<file path="src/verilog/mhq_defs.svh">
// MHQ widths and queue geometry shared by every block of the miss handling queue
`ifndef MHQ_DEFS_SVH
`define MHQ_DEFS_SVH

// Store data word and byte address
`define MHQ_DATA_WIDTH 32
`define MHQ_ADDR_WIDTH 32

// Number of outstanding line misses
`define MHQ_DEPTH 4

// Bytes per data cache line
`define MHQ_LINE_SIZE 16

// Derived widths
`define MHQ_IDX_WIDTH ($clog2(`MHQ_DEPTH))
`define MHQ_OFFSET_WIDTH ($clog2(`MHQ_LINE_SIZE))
`define MHQ_LINE_WIDTH (`MHQ_LINE_SIZE * 8)

`endif

</file>
<file path="src/verilog/mhq_pkg.sv">
// MHQ types: LSU operation codes and the two views of a lookup address
`default_nettype none

`include "mhq_defs.svh"

package mhq_pkg;

    // Operation presented by the load/store unit with each lookup
    typedef enum logic [2:0] {
        MHQ_OP_LB   = 3'd0,
        MHQ_OP_LH   = 3'd1,
        MHQ_OP_LW   = 3'd2,
        MHQ_OP_SB   = 3'd3,
        MHQ_OP_SH   = 3'd4,
        MHQ_OP_SW   = 3'd5,
        MHQ_OP_FILL = 3'd6
    } mhq_op_e;

    // Byte address split into cache line address and byte offset in the line
    typedef struct packed {
        logic [`MHQ_ADDR_WIDTH-1:`MHQ_OFFSET_WIDTH] line;
        logic [`MHQ_OFFSET_WIDTH-1:0]               offset;
    } mhq_addr_s;

    // The same word seen either raw or as line plus offset
    typedef union packed {
        logic [`MHQ_ADDR_WIDTH-1:0] word;
        mhq_addr_s                  fields;
    } mhq_addr_u;

endpackage

`default_nettype wire

</file>
<file path="src/verilog/mhq_update_if.sv">
// MHQ update bus from the lookup stage to the entry array
`timescale 1ns/1ns
`default_nettype none

`include "mhq_defs.svh"

interface mhq_update_if;

    // One-hot entry to update, all zero when nothing is written
    logic [`MHQ_DEPTH-1:0]                      select;
    logic                                       we;
    // Store data and byte enables already placed at their line offset
    logic [`MHQ_LINE_WIDTH-1:0]                 wr_data;
    logic [`MHQ_LINE_SIZE-1:0]                  byte_select;
    logic [`MHQ_ADDR_WIDTH-1:`MHQ_OFFSET_WIDTH] addr;

    modport src (output select, we, wr_data, byte_select, addr);
    modport dst (input select, we, wr_data, byte_select, addr);

endinterface

`default_nettype wire

</file>
<file path="src/verilog/mhq_lookup.sv">
// MHQ lookup stage: entry match, allocation, retry and replay, store byte placement
`timescale 1ns/1ns
`default_nettype none

`include "mhq_defs.svh"

module mhq_lookup
    import mhq_pkg::*;
(
    input  logic                                       clk,
    input  logic                                       i_rst_n,

    // State of the entry array
    input  logic                                       i_full,
    input  logic [`MHQ_DEPTH-1:0]                      i_hit_select,
    input  logic [`MHQ_DEPTH-1:0]                      i_alloc_select,
    input  logic [`MHQ_DEPTH-1:0]                      i_bypass_select,
    input  logic [`MHQ_ADDR_WIDTH-1:`MHQ_OFFSET_WIDTH] i_bypass_addr,

    // Lookup from the LSU
    input  logic                                       i_lookup_valid,
    input  logic                                       i_lookup_we,
    input  logic                                       i_lookup_dc_hit,
    input  mhq_addr_u                                  i_lookup_addr,
    input  mhq_op_e                                    i_lookup_op,
    input  logic [`MHQ_DATA_WIDTH-1:0]                 i_lookup_data,

    // Fill progress used to detect conflicts
    input  logic                                       i_ccu_done,
    input  logic                                       i_completing,
    input  logic [`MHQ_ADDR_WIDTH-1:`MHQ_OFFSET_WIDTH] i_completing_addr,
    input  logic                                       i_filling,
    input  logic [`MHQ_ADDR_WIDTH-1:`MHQ_OFFSET_WIDTH] i_filling_addr,

    output logic [`MHQ_IDX_WIDTH-1:0]                  o_lookup_tag,
    output logic                                       o_lookup_retry,
    output logic                                       o_lookup_replay,
    output logic                                       o_lookup_allocating,

    mhq_update_if.src                                  upd
);

    logic [`MHQ_ADDR_WIDTH-1:`MHQ_OFFSET_WIDTH] lookup_line;
    logic [`MHQ_OFFSET_WIDTH-1:0]               lookup_offset;
    logic                                       entry_hit;
    logic                                       bypass_hit;
    logic                                       lookup_hit;
    logic [`MHQ_DEPTH-1:0]                      lookup_select;
    logic [`MHQ_IDX_WIDTH-1:0]                  lookup_entry;
    logic                                       retry;
    logic                                       replay;
    logic                                       update_en;
    logic [`MHQ_LINE_SIZE-1:0]                  byte_select;
    logic [`MHQ_LINE_WIDTH-1:0]                 wr_data;

    assign lookup_line   = i_lookup_addr.fields.line;
    assign lookup_offset = i_lookup_addr.fields.offset;

    // The entry being written this cycle is not yet visible in the array, so its
    // address is compared here as well
    assign entry_hit  = |i_hit_select;
    assign bypass_hit = (|i_bypass_select) && (i_bypass_addr == lookup_line);
    assign lookup_hit = i_lookup_valid & (entry_hit | bypass_hit);

    // Priority: bypassed entry, then a queued entry, then the tail for a new miss
    always_comb begin
        if (bypass_hit) begin
            lookup_select = i_bypass_select;
        end else if (entry_hit) begin
            lookup_select = i_hit_select;
        end else begin
            lookup_select = i_alloc_select;
        end
    end

    // One-hot to entry number
    always_comb begin
        lookup_entry = '0;
        for (int i = 0; i < `MHQ_DEPTH; i++) begin
            if (lookup_select[i]) begin
                lookup_entry = lookup_entry | i[`MHQ_IDX_WIDTH-1:0];
            end
        end
    end

    // A miss cannot be taken while every entry is busy
    assign retry = i_lookup_valid & i_full & ~lookup_hit;

    // The head line is about to leave the queue: in the CCU done cycle, while it is
    // merged, and while the finished fill goes out to the LSU
    assign replay = i_lookup_valid &
                    ((((i_ccu_done | i_completing) && (i_completing_addr == lookup_line))) |
                     (i_filling && (i_filling_addr == lookup_line)));

    assign update_en = i_lookup_valid & ~i_lookup_dc_hit & (i_lookup_op != MHQ_OP_FILL) &
                       ~retry & ~replay;

    // Combinational so the LSU sees it in the lookup cycle
    assign o_lookup_allocating = update_en & ~lookup_hit;

    // Store bytes at the line offset, anything past the end of the line drops off
    always_comb begin
        case (i_lookup_op)
            MHQ_OP_SB: byte_select = `MHQ_LINE_SIZE'(4'h1);
            MHQ_OP_SH: byte_select = `MHQ_LINE_SIZE'(4'h3);
            MHQ_OP_SW: byte_select = `MHQ_LINE_SIZE'(4'hf);
            default:   byte_select = '0;
        endcase
        byte_select = byte_select << lookup_offset;
    end

    // Data moves by the same number of bytes
    assign wr_data = {{(`MHQ_LINE_WIDTH - `MHQ_DATA_WIDTH){1'b0}}, i_lookup_data} <<
                     {lookup_offset, 3'b000};

    always_ff @(posedge clk) begin
        if (!i_rst_n) begin
            o_lookup_retry  <= 1'b0;
            o_lookup_replay <= 1'b0;
            upd.select      <= '0;
        end else begin
            o_lookup_retry  <= retry;
            o_lookup_replay <= replay;
            upd.select      <= update_en ? lookup_select : '0;
        end
    end

    // Payload of the update, only meaningful with a select bit set
    always_ff @(posedge clk) begin
        o_lookup_tag    <= lookup_entry;
        upd.we          <= i_lookup_we;
        upd.wr_data     <= wr_data;
        upd.byte_select <= byte_select;
        upd.addr        <= lookup_line;
    end

endmodule

`default_nettype wire

</file>
<file path="src/verilog/mhq_entries.sv">
// MHQ entry array: circular queue of missed lines with merged store bytes
`timescale 1ns/1ns
`default_nettype none

`include "mhq_defs.svh"

module mhq_entries (
    input  logic                                       clk,
    input  logic                                       i_rst_n,

    // Lookup compare and allocation
    input  logic [`MHQ_ADDR_WIDTH-1:`MHQ_OFFSET_WIDTH] i_lookup_line,
    output logic [`MHQ_DEPTH-1:0]                      o_hit_select,
    output logic [`MHQ_DEPTH-1:0]                      o_alloc_select,
    output logic                                       o_full,
    output logic [`MHQ_DEPTH-1:0]                      o_bypass_select,
    output logic [`MHQ_ADDR_WIDTH-1:`MHQ_OFFSET_WIDTH] o_bypass_addr,

    mhq_update_if.dst                                  upd,

    // Head entry towards the fill block
    input  logic                                       i_dequeue,
    output logic                                       o_head_valid,
    output logic [`MHQ_ADDR_WIDTH-1:`MHQ_OFFSET_WIDTH] o_head_addr,
    output logic [`MHQ_LINE_WIDTH-1:0]                 o_head_data,
    output logic [`MHQ_LINE_SIZE-1:0]                  o_head_mask
);

    logic [`MHQ_DEPTH-1:0]                      valid;
    logic [`MHQ_ADDR_WIDTH-1:`MHQ_OFFSET_WIDTH] line_addr [`MHQ_DEPTH];
    logic [`MHQ_LINE_WIDTH-1:0]                 line_data [`MHQ_DEPTH];
    logic [`MHQ_LINE_SIZE-1:0]                  line_mask [`MHQ_DEPTH];

    logic [`MHQ_IDX_WIDTH-1:0]                  head;
    logic [`MHQ_IDX_WIDTH-1:0]                  tail;
    logic [`MHQ_IDX_WIDTH-1:0]                  tail_next;
    logic [`MHQ_IDX_WIDTH:0]                    count;
    logic [`MHQ_IDX_WIDTH:0]                    count_next;
    logic [`MHQ_DEPTH-1:0]                      tail_select;
    logic                                       enqueue;

    // Valid entries holding the looked-up line
    always_comb begin
        for (int i = 0; i < `MHQ_DEPTH; i++) begin
            o_hit_select[i] = valid[i] && (line_addr[i] == i_lookup_line);
        end
    end

    // An update that lands on the free tail is a new allocation
    assign tail_select = `MHQ_DEPTH'(1) << tail;
    assign enqueue     = |(upd.select & tail_select & ~valid);
    assign tail_next   = tail + `MHQ_IDX_WIDTH'(enqueue);

    always_comb begin
        count_next = count;
        if (enqueue) begin
            count_next = count_next + 1'b1;
        end
        if (i_dequeue) begin
            count_next = count_next - 1'b1;
        end
    end

    // Allocation and fullness already account for the update in flight, so a
    // miss right behind another miss gets the next entry
    assign o_alloc_select = `MHQ_DEPTH'(1) << tail_next;
    assign o_full         = (count_next == `MHQ_DEPTH);

    // The entry under update and its line, for the lookup stage compare
    assign o_bypass_select = upd.select;
    assign o_bypass_addr   = upd.addr;

    always_ff @(posedge clk) begin
        if (!i_rst_n) begin
            valid <= '0;
            head  <= '0;
            tail  <= '0;
            count <= '0;
        end else begin
            tail  <= tail_next;
            count <= count_next;
            if (i_dequeue) begin
                head <= head + 1'b1;
            end
            for (int i = 0; i < `MHQ_DEPTH; i++) begin
                if (upd.select[i] && !valid[i]) begin
                    valid[i] <= 1'b1;
                end else if (i_dequeue && (head == i[`MHQ_IDX_WIDTH-1:0])) begin
                    valid[i] <= 1'b0;
                end
            end
        end
    end

    // Line address is taken on allocation, store bytes merge on every write
    always_ff @(posedge clk) begin
        for (int i = 0; i < `MHQ_DEPTH; i++) begin
            if (upd.select[i]) begin
                if (!valid[i]) begin
                    line_addr[i] <= upd.addr;
                    line_mask[i] <= upd.we ? upd.byte_select : '0;
                end else if (upd.we) begin
                    line_mask[i] <= line_mask[i] | upd.byte_select;
                end
                for (int b = 0; b < `MHQ_LINE_SIZE; b++) begin
                    if (upd.we && upd.byte_select[b]) begin
                        line_data[i][b*8 +: 8] <= upd.wr_data[b*8 +: 8];
                    end
                end
            end
        end
    end

    assign o_head_valid = valid[head];
    assign o_head_addr  = line_addr[head];
    assign o_head_data  = line_data[head];
    assign o_head_mask  = line_mask[head];

endmodule

`default_nettype wire

</file>
<file path="src/verilog/mhq_fill.sv">
// MHQ fill: CCU request for the head line, store merge and fill launch to the LSU
`timescale 1ns/1ns
`default_nettype none

`include "mhq_defs.svh"

module mhq_fill (
    input  logic                                       clk,
    input  logic                                       i_rst_n,

    // Head entry of the queue
    input  logic                                       i_head_valid,
    input  logic [`MHQ_ADDR_WIDTH-1:`MHQ_OFFSET_WIDTH] i_head_addr,
    input  logic [`MHQ_LINE_WIDTH-1:0]                 i_head_data,
    input  logic [`MHQ_LINE_SIZE-1:0]                  i_head_mask,

    // CCU request and answer
    input  logic                                       i_ccu_done,
    input  logic [`MHQ_LINE_WIDTH-1:0]                 i_ccu_data,
    output logic                                       o_ccu_req,
    output logic [`MHQ_ADDR_WIDTH-1:`MHQ_OFFSET_WIDTH] o_ccu_addr,

    output logic                                       o_dequeue,

    // Fill progress for the lookup stage conflict check
    output logic                                       o_ccu_done,
    output logic                                       o_completing,
    output logic [`MHQ_ADDR_WIDTH-1:`MHQ_OFFSET_WIDTH] o_completing_addr,
    output logic                                       o_filling,
    output logic [`MHQ_ADDR_WIDTH-1:`MHQ_OFFSET_WIDTH] o_filling_addr,

    // Finished line to the LSU
    output logic                                       o_fill_valid,
    output logic [`MHQ_ADDR_WIDTH-1:`MHQ_OFFSET_WIDTH] o_fill_addr,
    output logic [`MHQ_LINE_WIDTH-1:0]                 o_fill_data
);

    logic                       answered;
    logic                       completing;
    logic [`MHQ_LINE_WIDTH-1:0] ccu_data_q;
    logic [`MHQ_LINE_WIDTH-1:0] merged;

    // Held until the CCU answers, then quiet until the next head shows up
    assign o_ccu_req  = i_head_valid & ~answered;
    assign o_ccu_addr = i_head_addr;

    // Stores queued in the entry win over the memory line
    always_comb begin
        for (int b = 0; b < `MHQ_LINE_SIZE; b++) begin
            merged[b*8 +: 8] = i_head_mask[b] ? i_head_data[b*8 +: 8] : ccu_data_q[b*8 +: 8];
        end
    end

    always_ff @(posedge clk) begin
        if (!i_rst_n) begin
            answered     <= 1'b0;
            completing   <= 1'b0;
            o_fill_valid <= 1'b0;
        end else begin
            // Set in the done cycle, cleared as the head leaves
            if (completing) begin
                answered <= 1'b0;
            end else if (i_ccu_done) begin
                answered <= 1'b1;
            end
            completing   <= i_ccu_done;
            o_fill_valid <= completing;
        end
    end

    always_ff @(posedge clk) begin
        if (i_ccu_done) begin
            ccu_data_q <= i_ccu_data;
        end
        if (completing) begin
            o_fill_addr <= i_head_addr;
            o_fill_data <= merged;
        end
    end

    // The head entry is freed in the merge cycle
    assign o_dequeue = completing;

    // Until the dequeue the head is the line being filled
    assign o_ccu_done        = i_ccu_done;
    assign o_completing      = completing;
    assign o_completing_addr = i_head_addr;
    assign o_filling         = o_fill_valid;
    assign o_filling_addr    = o_fill_addr;

endmodule

`default_nettype wire

</file>
<file path="src/verilog/mhq_top.sv">
// MHQ top: lookup stage, entry array and fill block of the data cache miss queue
`timescale 1ns/1ns
`default_nettype none

`include "mhq_defs.svh"

module mhq_top
    import mhq_pkg::*;
(
    input  logic                                       clk,
    input  logic                                       i_rst_n,

    // Lookup from the LSU
    input  logic                                       i_lookup_valid,
    input  logic                                       i_lookup_we,
    input  logic                                       i_lookup_dc_hit,
    input  logic [`MHQ_ADDR_WIDTH-1:0]                 i_lookup_addr,
    input  logic [2:0]                                 i_lookup_op,
    input  logic [`MHQ_DATA_WIDTH-1:0]                 i_lookup_data,
    output logic [`MHQ_IDX_WIDTH-1:0]                  o_lookup_tag,
    output logic                                       o_lookup_retry,
    output logic                                       o_lookup_replay,
    output logic                                       o_lookup_allocating,
    output logic                                       o_mhq_full,

    // CCU
    output logic                                       o_ccu_req,
    output logic [`MHQ_ADDR_WIDTH-1:`MHQ_OFFSET_WIDTH] o_ccu_addr,
    input  logic                                       i_ccu_done,
    input  logic [`MHQ_LINE_WIDTH-1:0]                 i_ccu_data,

    // Fill to the LSU
    output logic                                       o_fill_valid,
    output logic [`MHQ_ADDR_WIDTH-1:`MHQ_OFFSET_WIDTH] o_fill_addr,
    output logic [`MHQ_LINE_WIDTH-1:0]                 o_fill_data
);

    mhq_addr_u                                  lookup_addr;
    mhq_op_e                                    lookup_op;
    logic [`MHQ_DEPTH-1:0]                      hit_select;
    logic [`MHQ_DEPTH-1:0]                      alloc_select;
    logic [`MHQ_DEPTH-1:0]                      bypass_select;
    logic [`MHQ_ADDR_WIDTH-1:`MHQ_OFFSET_WIDTH] bypass_addr;
    logic                                       head_valid;
    logic [`MHQ_ADDR_WIDTH-1:`MHQ_OFFSET_WIDTH] head_addr;
    logic [`MHQ_LINE_WIDTH-1:0]                 head_data;
    logic [`MHQ_LINE_SIZE-1:0]                  head_mask;
    logic                                       dequeue;
    logic                                       ccu_done;
    logic                                       completing;
    logic [`MHQ_ADDR_WIDTH-1:`MHQ_OFFSET_WIDTH] completing_addr;
    logic                                       filling;
    logic [`MHQ_ADDR_WIDTH-1:`MHQ_OFFSET_WIDTH] filling_addr;

    // Raw address word in, line and offset fields are read inside
    assign lookup_addr.word = i_lookup_addr;
    assign lookup_op        = mhq_op_e'(i_lookup_op);

    mhq_update_if upd ();

    mhq_lookup u_lookup (
        .clk                (clk),
        .i_rst_n            (i_rst_n),
        .i_full             (o_mhq_full),
        .i_hit_select       (hit_select),
        .i_alloc_select     (alloc_select),
        .i_bypass_select    (bypass_select),
        .i_bypass_addr      (bypass_addr),
        .i_lookup_valid     (i_lookup_valid),
        .i_lookup_we        (i_lookup_we),
        .i_lookup_dc_hit    (i_lookup_dc_hit),
        .i_lookup_addr      (lookup_addr),
        .i_lookup_op        (lookup_op),
        .i_lookup_data      (i_lookup_data),
        .i_ccu_done         (ccu_done),
        .i_completing       (completing),
        .i_completing_addr  (completing_addr),
        .i_filling          (filling),
        .i_filling_addr     (filling_addr),
        .o_lookup_tag       (o_lookup_tag),
        .o_lookup_retry     (o_lookup_retry),
        .o_lookup_replay    (o_lookup_replay),
        .o_lookup_allocating(o_lookup_allocating),
        .upd                (upd.src)
    );

    mhq_entries u_entries (
        .clk            (clk),
        .i_rst_n        (i_rst_n),
        .i_lookup_line  (lookup_addr.fields.line),
        .o_hit_select   (hit_select),
        .o_alloc_select (alloc_select),
        .o_full         (o_mhq_full),
        .o_bypass_select(bypass_select),
        .o_bypass_addr  (bypass_addr),
        .upd            (upd.dst),
        .i_dequeue      (dequeue),
        .o_head_valid   (head_valid),
        .o_head_addr    (head_addr),
        .o_head_data    (head_data),
        .o_head_mask    (head_mask)
    );

    mhq_fill u_fill (
        .clk              (clk),
        .i_rst_n          (i_rst_n),
        .i_head_valid     (head_valid),
        .i_head_addr      (head_addr),
        .i_head_data      (head_data),
        .i_head_mask      (head_mask),
        .i_ccu_done       (i_ccu_done),
        .i_ccu_data       (i_ccu_data),
        .o_ccu_req        (o_ccu_req),
        .o_ccu_addr       (o_ccu_addr),
        .o_dequeue        (dequeue),
        .o_ccu_done       (ccu_done),
        .o_completing     (completing),
        .o_completing_addr(completing_addr),
        .o_filling        (filling),
        .o_filling_addr   (filling_addr),
        .o_fill_valid     (o_fill_valid),
        .o_fill_addr      (o_fill_addr),
        .o_fill_data      (o_fill_data)
    );

endmodule

`default_nettype wire

</file>
<file path="config.mk">
export PLATFORM = sky130hd
export DESIGN_NAME = mhq_top
export DESIGN_NICKNAME = d
export VERILOG_FILES = /design/src/verilog/mhq_pkg.sv /design/src/verilog/mhq_update_if.sv /design/src/verilog/mhq_lookup.sv /design/src/verilog/mhq_entries.sv /design/src/verilog/mhq_fill.sv /design/src/verilog/mhq_top.sv
export VERILOG_INCLUDE_DIRS = /design/src /design/src/verilog
export SDC_FILE = /design/constraint.sdc
export NUM_CORES = 1
export LEC_CHECK = 0
export BUFFER_PORTS_ARGS = -buffer_cell sky130_fd_sc_hd__buf_2
export CORE_MARGIN = 1
export CORE_UTILIZATION = 66
export CTS_BUF_LIST = sky130_fd_sc_hd__clkbuf_2 sky130_fd_sc_hd__clkbuf_4 sky130_fd_sc_hd__clkbuf_8
export DETAILED_ROUTE_END_ITERATION = 6
export HOLD_SLACK_MARGIN = 0.12
export PLACE_DENSITY = 0.95
export SLEW_MARGIN = 30
export SYNTH_ARGS = -nofsm -noshare
export SYNTH_HDL_FRONTEND = slang
export SYNTH_SLANG_ARGS = --single-unit
</file>
<file path="constraint.sdc">
create_clock -name clk -period 14.52 [get_ports clk]
set_input_delay 4.356 -clock clk [delete_from_list [all_inputs] [get_ports clk]]
set_output_delay 4.356 -clock clk [all_outputs]
set_load 0.02 [all_outputs]
</file>
==> metrics.md <==
| Metric | Value |
|---|---|
| Synth Net Count | `about 2700` |
| Die height | `263.6 um` |
| Port bufs | `392` |
| Tot GR Track Use | `0.3718` |
| Final WL | `128300 um` |
| Lkg Pwr | `around 18 nW` |
| Slew Limit Fails | `0` |
| Final setup violation count | `0` |
| R2R depth | `4` |
| CORE AREA | `between 60000 and 70000 sq um` |
| Max Fanout on Critical Path | `10` |
| Area contributors post-synth | `edfxtp_1 65%, dfxtp_1 8.7%, mux4_2 8.5%` |
| CTS Buf Count | `between 150 and 200` |
| Post-route clock period utilization | `0.7548` |
| Gr ovfl total | `0` |
| Root Buffer | `clkbuf_8` |
| Final min period | `10.96 ns` |
| Reg2reg end | `u_fill.o_fill_data[108]$_DFFE_PP_` |
| CP endpoint | `o_lookup_allocating` |
| CTS tree | `yes` |
| Async SR Flop Fraction | `0` |
| Vias/cell | `approximately 6.8` |
| Register area | `about 33000 sq um` |
| Die Footprint | `about 69000 sq um` |
| Biggest area consumer among synthesized cells | `edfxtp_1` |
| Pwr Density | `139.9 nW/um^2` |
| First-pass GRT wire length | `183200 um` |
| Synthesized cell area | `approximately 45000 sq um` |
| Post-route clock skew | `between 0.04 and 0.05 ns` |
| Peak VDD IR | `roughly 90 uV` |
| Post-route cell area | `approximately 52000 sq um` |
| # DRC | `1` |
| Placed inst area | `approximately 48000 sq um` |
| Achievable Freq | `slightly above 0.09 GHz` |
| Share of the synthesized area in the top cell type | `0.6465` |
| Multi-input logic area | `about 11000 sq um` |
| Post_cts resized | `0` |
| Clock Path Buffers | `3` |
| Clock sink count | `between 1000 and 1500` |
| Gate Count Post-Synth | `between 2000 and 3000` |
| Clock insertion delay at the later pin of the skew report | `a little under 0.9 ns` |
| Synth Register Bits | `~1200` |
| Hold Crit Class | `flip-flop to flip-flop` |
| Vias in the first global route | `26970` |
| Worst setup EP type | `output pin` |
| MaxCap Viol Count | `0` |
| Slew HR | `0.3433` |
| Top cells by count, synth | `972 x edfxtp_1, 197 x dfxtp_1, 170 x mux4_2, 109 x mux2_1, 109 x xnor2_1` |
| Critical Path Start Type | `input port` |
| Detail Route Antenna Nets | `0` |
| Ratio of cells with drive above 1 in the final layout | `0.3056` |
| Via count | `between 20000 and 30000` |
| Critical path class | `input port to output pin` |
| FP Rows | `95` |
| Cell with the most instances after synthesis | `edfxtp_1` |
| Largest net degree at the start of global routing | `145` |
| Hold buffers post-CTS | `0` |
| Register area share after synthesis | `0.7338` |
| Net count, final | `approximately 3100` |
| Clock slew at reported path FFs | `~0.07 ns` |
| Util after Layout | `0.7663` |
| WL/cell | `roughly 32 um` |
| Die X | `around 260 um` |
| CP arrival | `roughly 6.6 ns` |
| Post-CTS setup buffer count | `0` |
| Critical path origin | `i_lookup_addr[19]` |
| Total power draw | `around 0.0072 W` |
| Post-synth cell types | `62` |
| First-pass DRT Iterations | `7` |
| Worst slew pin tran | `just under 1 ns` |
| CP required | `approximately 10 ns` |
| Initial antenna violation count | `18` |
| Avg Synthesized Cell Area | `between 15 and 20 sq um` |
| H-tree depth | `4` |
| FILL cells | `around 3300` |
| Worst R2R Setup Slack | `approximately 11 ns` |
| Initial Utilization | `0.6699` |
| Post-synth EDFFs | `972` |
| Failing checks | `DRC` |
| IO Pins | `between 300 and 400` |
| Hold Fails Final Rpt | `0` |
| Synth-to-layout area growth | `14.39%` |
| YS warnings | `0` |
| HPWL Detailed | `roughly 84000 um` |
| Gpl congestion | `just under 1` |
| Outcome | `finished with violations` |
| Main synth FF type | `edfxtp_1` |
| DRT iter0 DRCs | `slightly below 4000` |
| Total Neg Setup Slack | `0 ns` |
| Unrepaired setup endpoints after global routing | `no` |
==> report_power, final <==
group	internal, W	leakage, nW	switching (W)
clock	0.00157	2.05	0.00133
sequential	0.00373	10.6	0.0000744
combinational	0.000194	5.40	0.000328
total	0.00549	18.1	0.00174
==> cell families after synthesis <==
group                      synth area share
and+or+nand+nor                     0.05210
adders and majority gates          0.002161
xor gates and xnor gates            0.03877
muxes                                0.1305
DFF                                  0.7338
AOI/OAI and AO/OA                   0.02710
buffers and inverters               0.01557
==> how the worst min path moves through the flow <==
stage                                                   start                                    to  slack (ns)  cells past startpoint
after global placement    u_lookup.upd.wr_data[56]$_SDFF_PP0_  u_entries.line_data[2][56]$_DFFE_PP_        0.45                      0
after CTS                 u_lookup.upd.wr_data[58]$_SDFF_PP0_  u_entries.line_data[3][58]$_DFFE_PP_        0.45                      0
after floorplan            u_lookup.upd.wr_data[0]$_SDFF_PP0_   u_entries.line_data[0][0]$_DFFE_PP_        0.44                      0
final                     u_lookup.upd.wr_data[58]$_SDFF_PP0_  u_entries.line_data[3][58]$_DFFE_PP_        0.45                      0
after detailed placement  u_lookup.upd.wr_data[58]$_SDFF_PP0_  u_entries.line_data[2][58]$_DFFE_PP_        0.46                      0
after global routing      u_lookup.upd.wr_data[56]$_SDFF_PP0_  u_entries.line_data[0][56]$_DFFE_PP_        0.46                      0
==> per-layer routing <==
layer	wire [um]	vias to the layer above	track usage
met3	14730	446	0.09700
met5	84	-	0
met2	63190	2296	0.6064
met4	6712	14	0.1830
met1	43620	13430	0.4661
li1	-	10680	-
==> cell usage in the layout, fill, tap and decap left out, types with 5 or more instances in the layout <==
cell      netlist  layout
edfxtp_1      972     972
buf_2          51     391
clkbuf_8        0     206
dfxtp_1       197     193
mux4_2        170     170
xnor2_1       109     109
mux2_1        109     109
nor2_1         96      96
xor2_1         89      89
clkbuf_4        0      70
and3_1         68      68
a22o_1         57      57
nand2_1        50      50
mux2i_1        48      48
nand4_1        46      46
nor2b_1        47      43
o21ai_0        33      33
a21oi_1        32      32
nor4_1         31      31
and2_1         31      31
mux2_2         28      28
clkinv_2        0      20
o22ai_1        17      17
clkinv_1        2      17
nor3b_1        15      14
buf_4           3      14
inv_1           9       9
diode_2         0       8
nor3_1          9       8
a22oi_1         8       8
o22a_1          8       8
nand3_1         7       7
ha_1            7       7
or2_2           5       5
nand2b_1        5       5
or2_1           5       5
a31oi_1         5       5
==> per-stage QoR <==
step	setup slack [ns]	instances	hold slack, ns
after floorplan	4.177	2500	0.4383
after detailed placement	3.590	3633	0.4587
final	3.561	3973	0.4499
after global placement	3.587	3633	0.4455
after global routing	3.466	3969	0.4639
after CTS	3.581	3964	0.4493
==> critical path: stages <==
cell and delay (ns):
buf_2 0.30, xor2_1 0.13, nor4_1 0.50, nand4_1 0.21, or4_1 0.66, nand2_1 0.17, nor3_1 0.08, buf_2 0.19
==> registers in the layout, indices dropped and copies added, names as in the netlist, 16 cells and up, named ones only <==
signal and cells:
u_lookup.upd.addr 28, u_lookup.upd.wr_data 128, u_fill.ccu_data_q 128, u_fill.o_fill_data 128, u_lookup.upd.byte_select 16, u_entries.line_data 512
u_entries.line_addr 112, u_fill.o_fill_addr 28, u_entries.line_mask 64
==> cell type report <==
class / count / share of cell area
Timing Repair Buffer: 411 / 0.04172
Tap cell: 873 / 0.02115
Clock buffer: 276 / 0.06507
Antenna cell: 8 / 0.0003876
Inverter: 11 / 0.0007995
Clock inverter: 55 / 0.009303
Multi-Input combinational cell: 1170 / 0.2198
Sequential cell: 1169 / 0.6418
(Power assumes the default switching activity.)
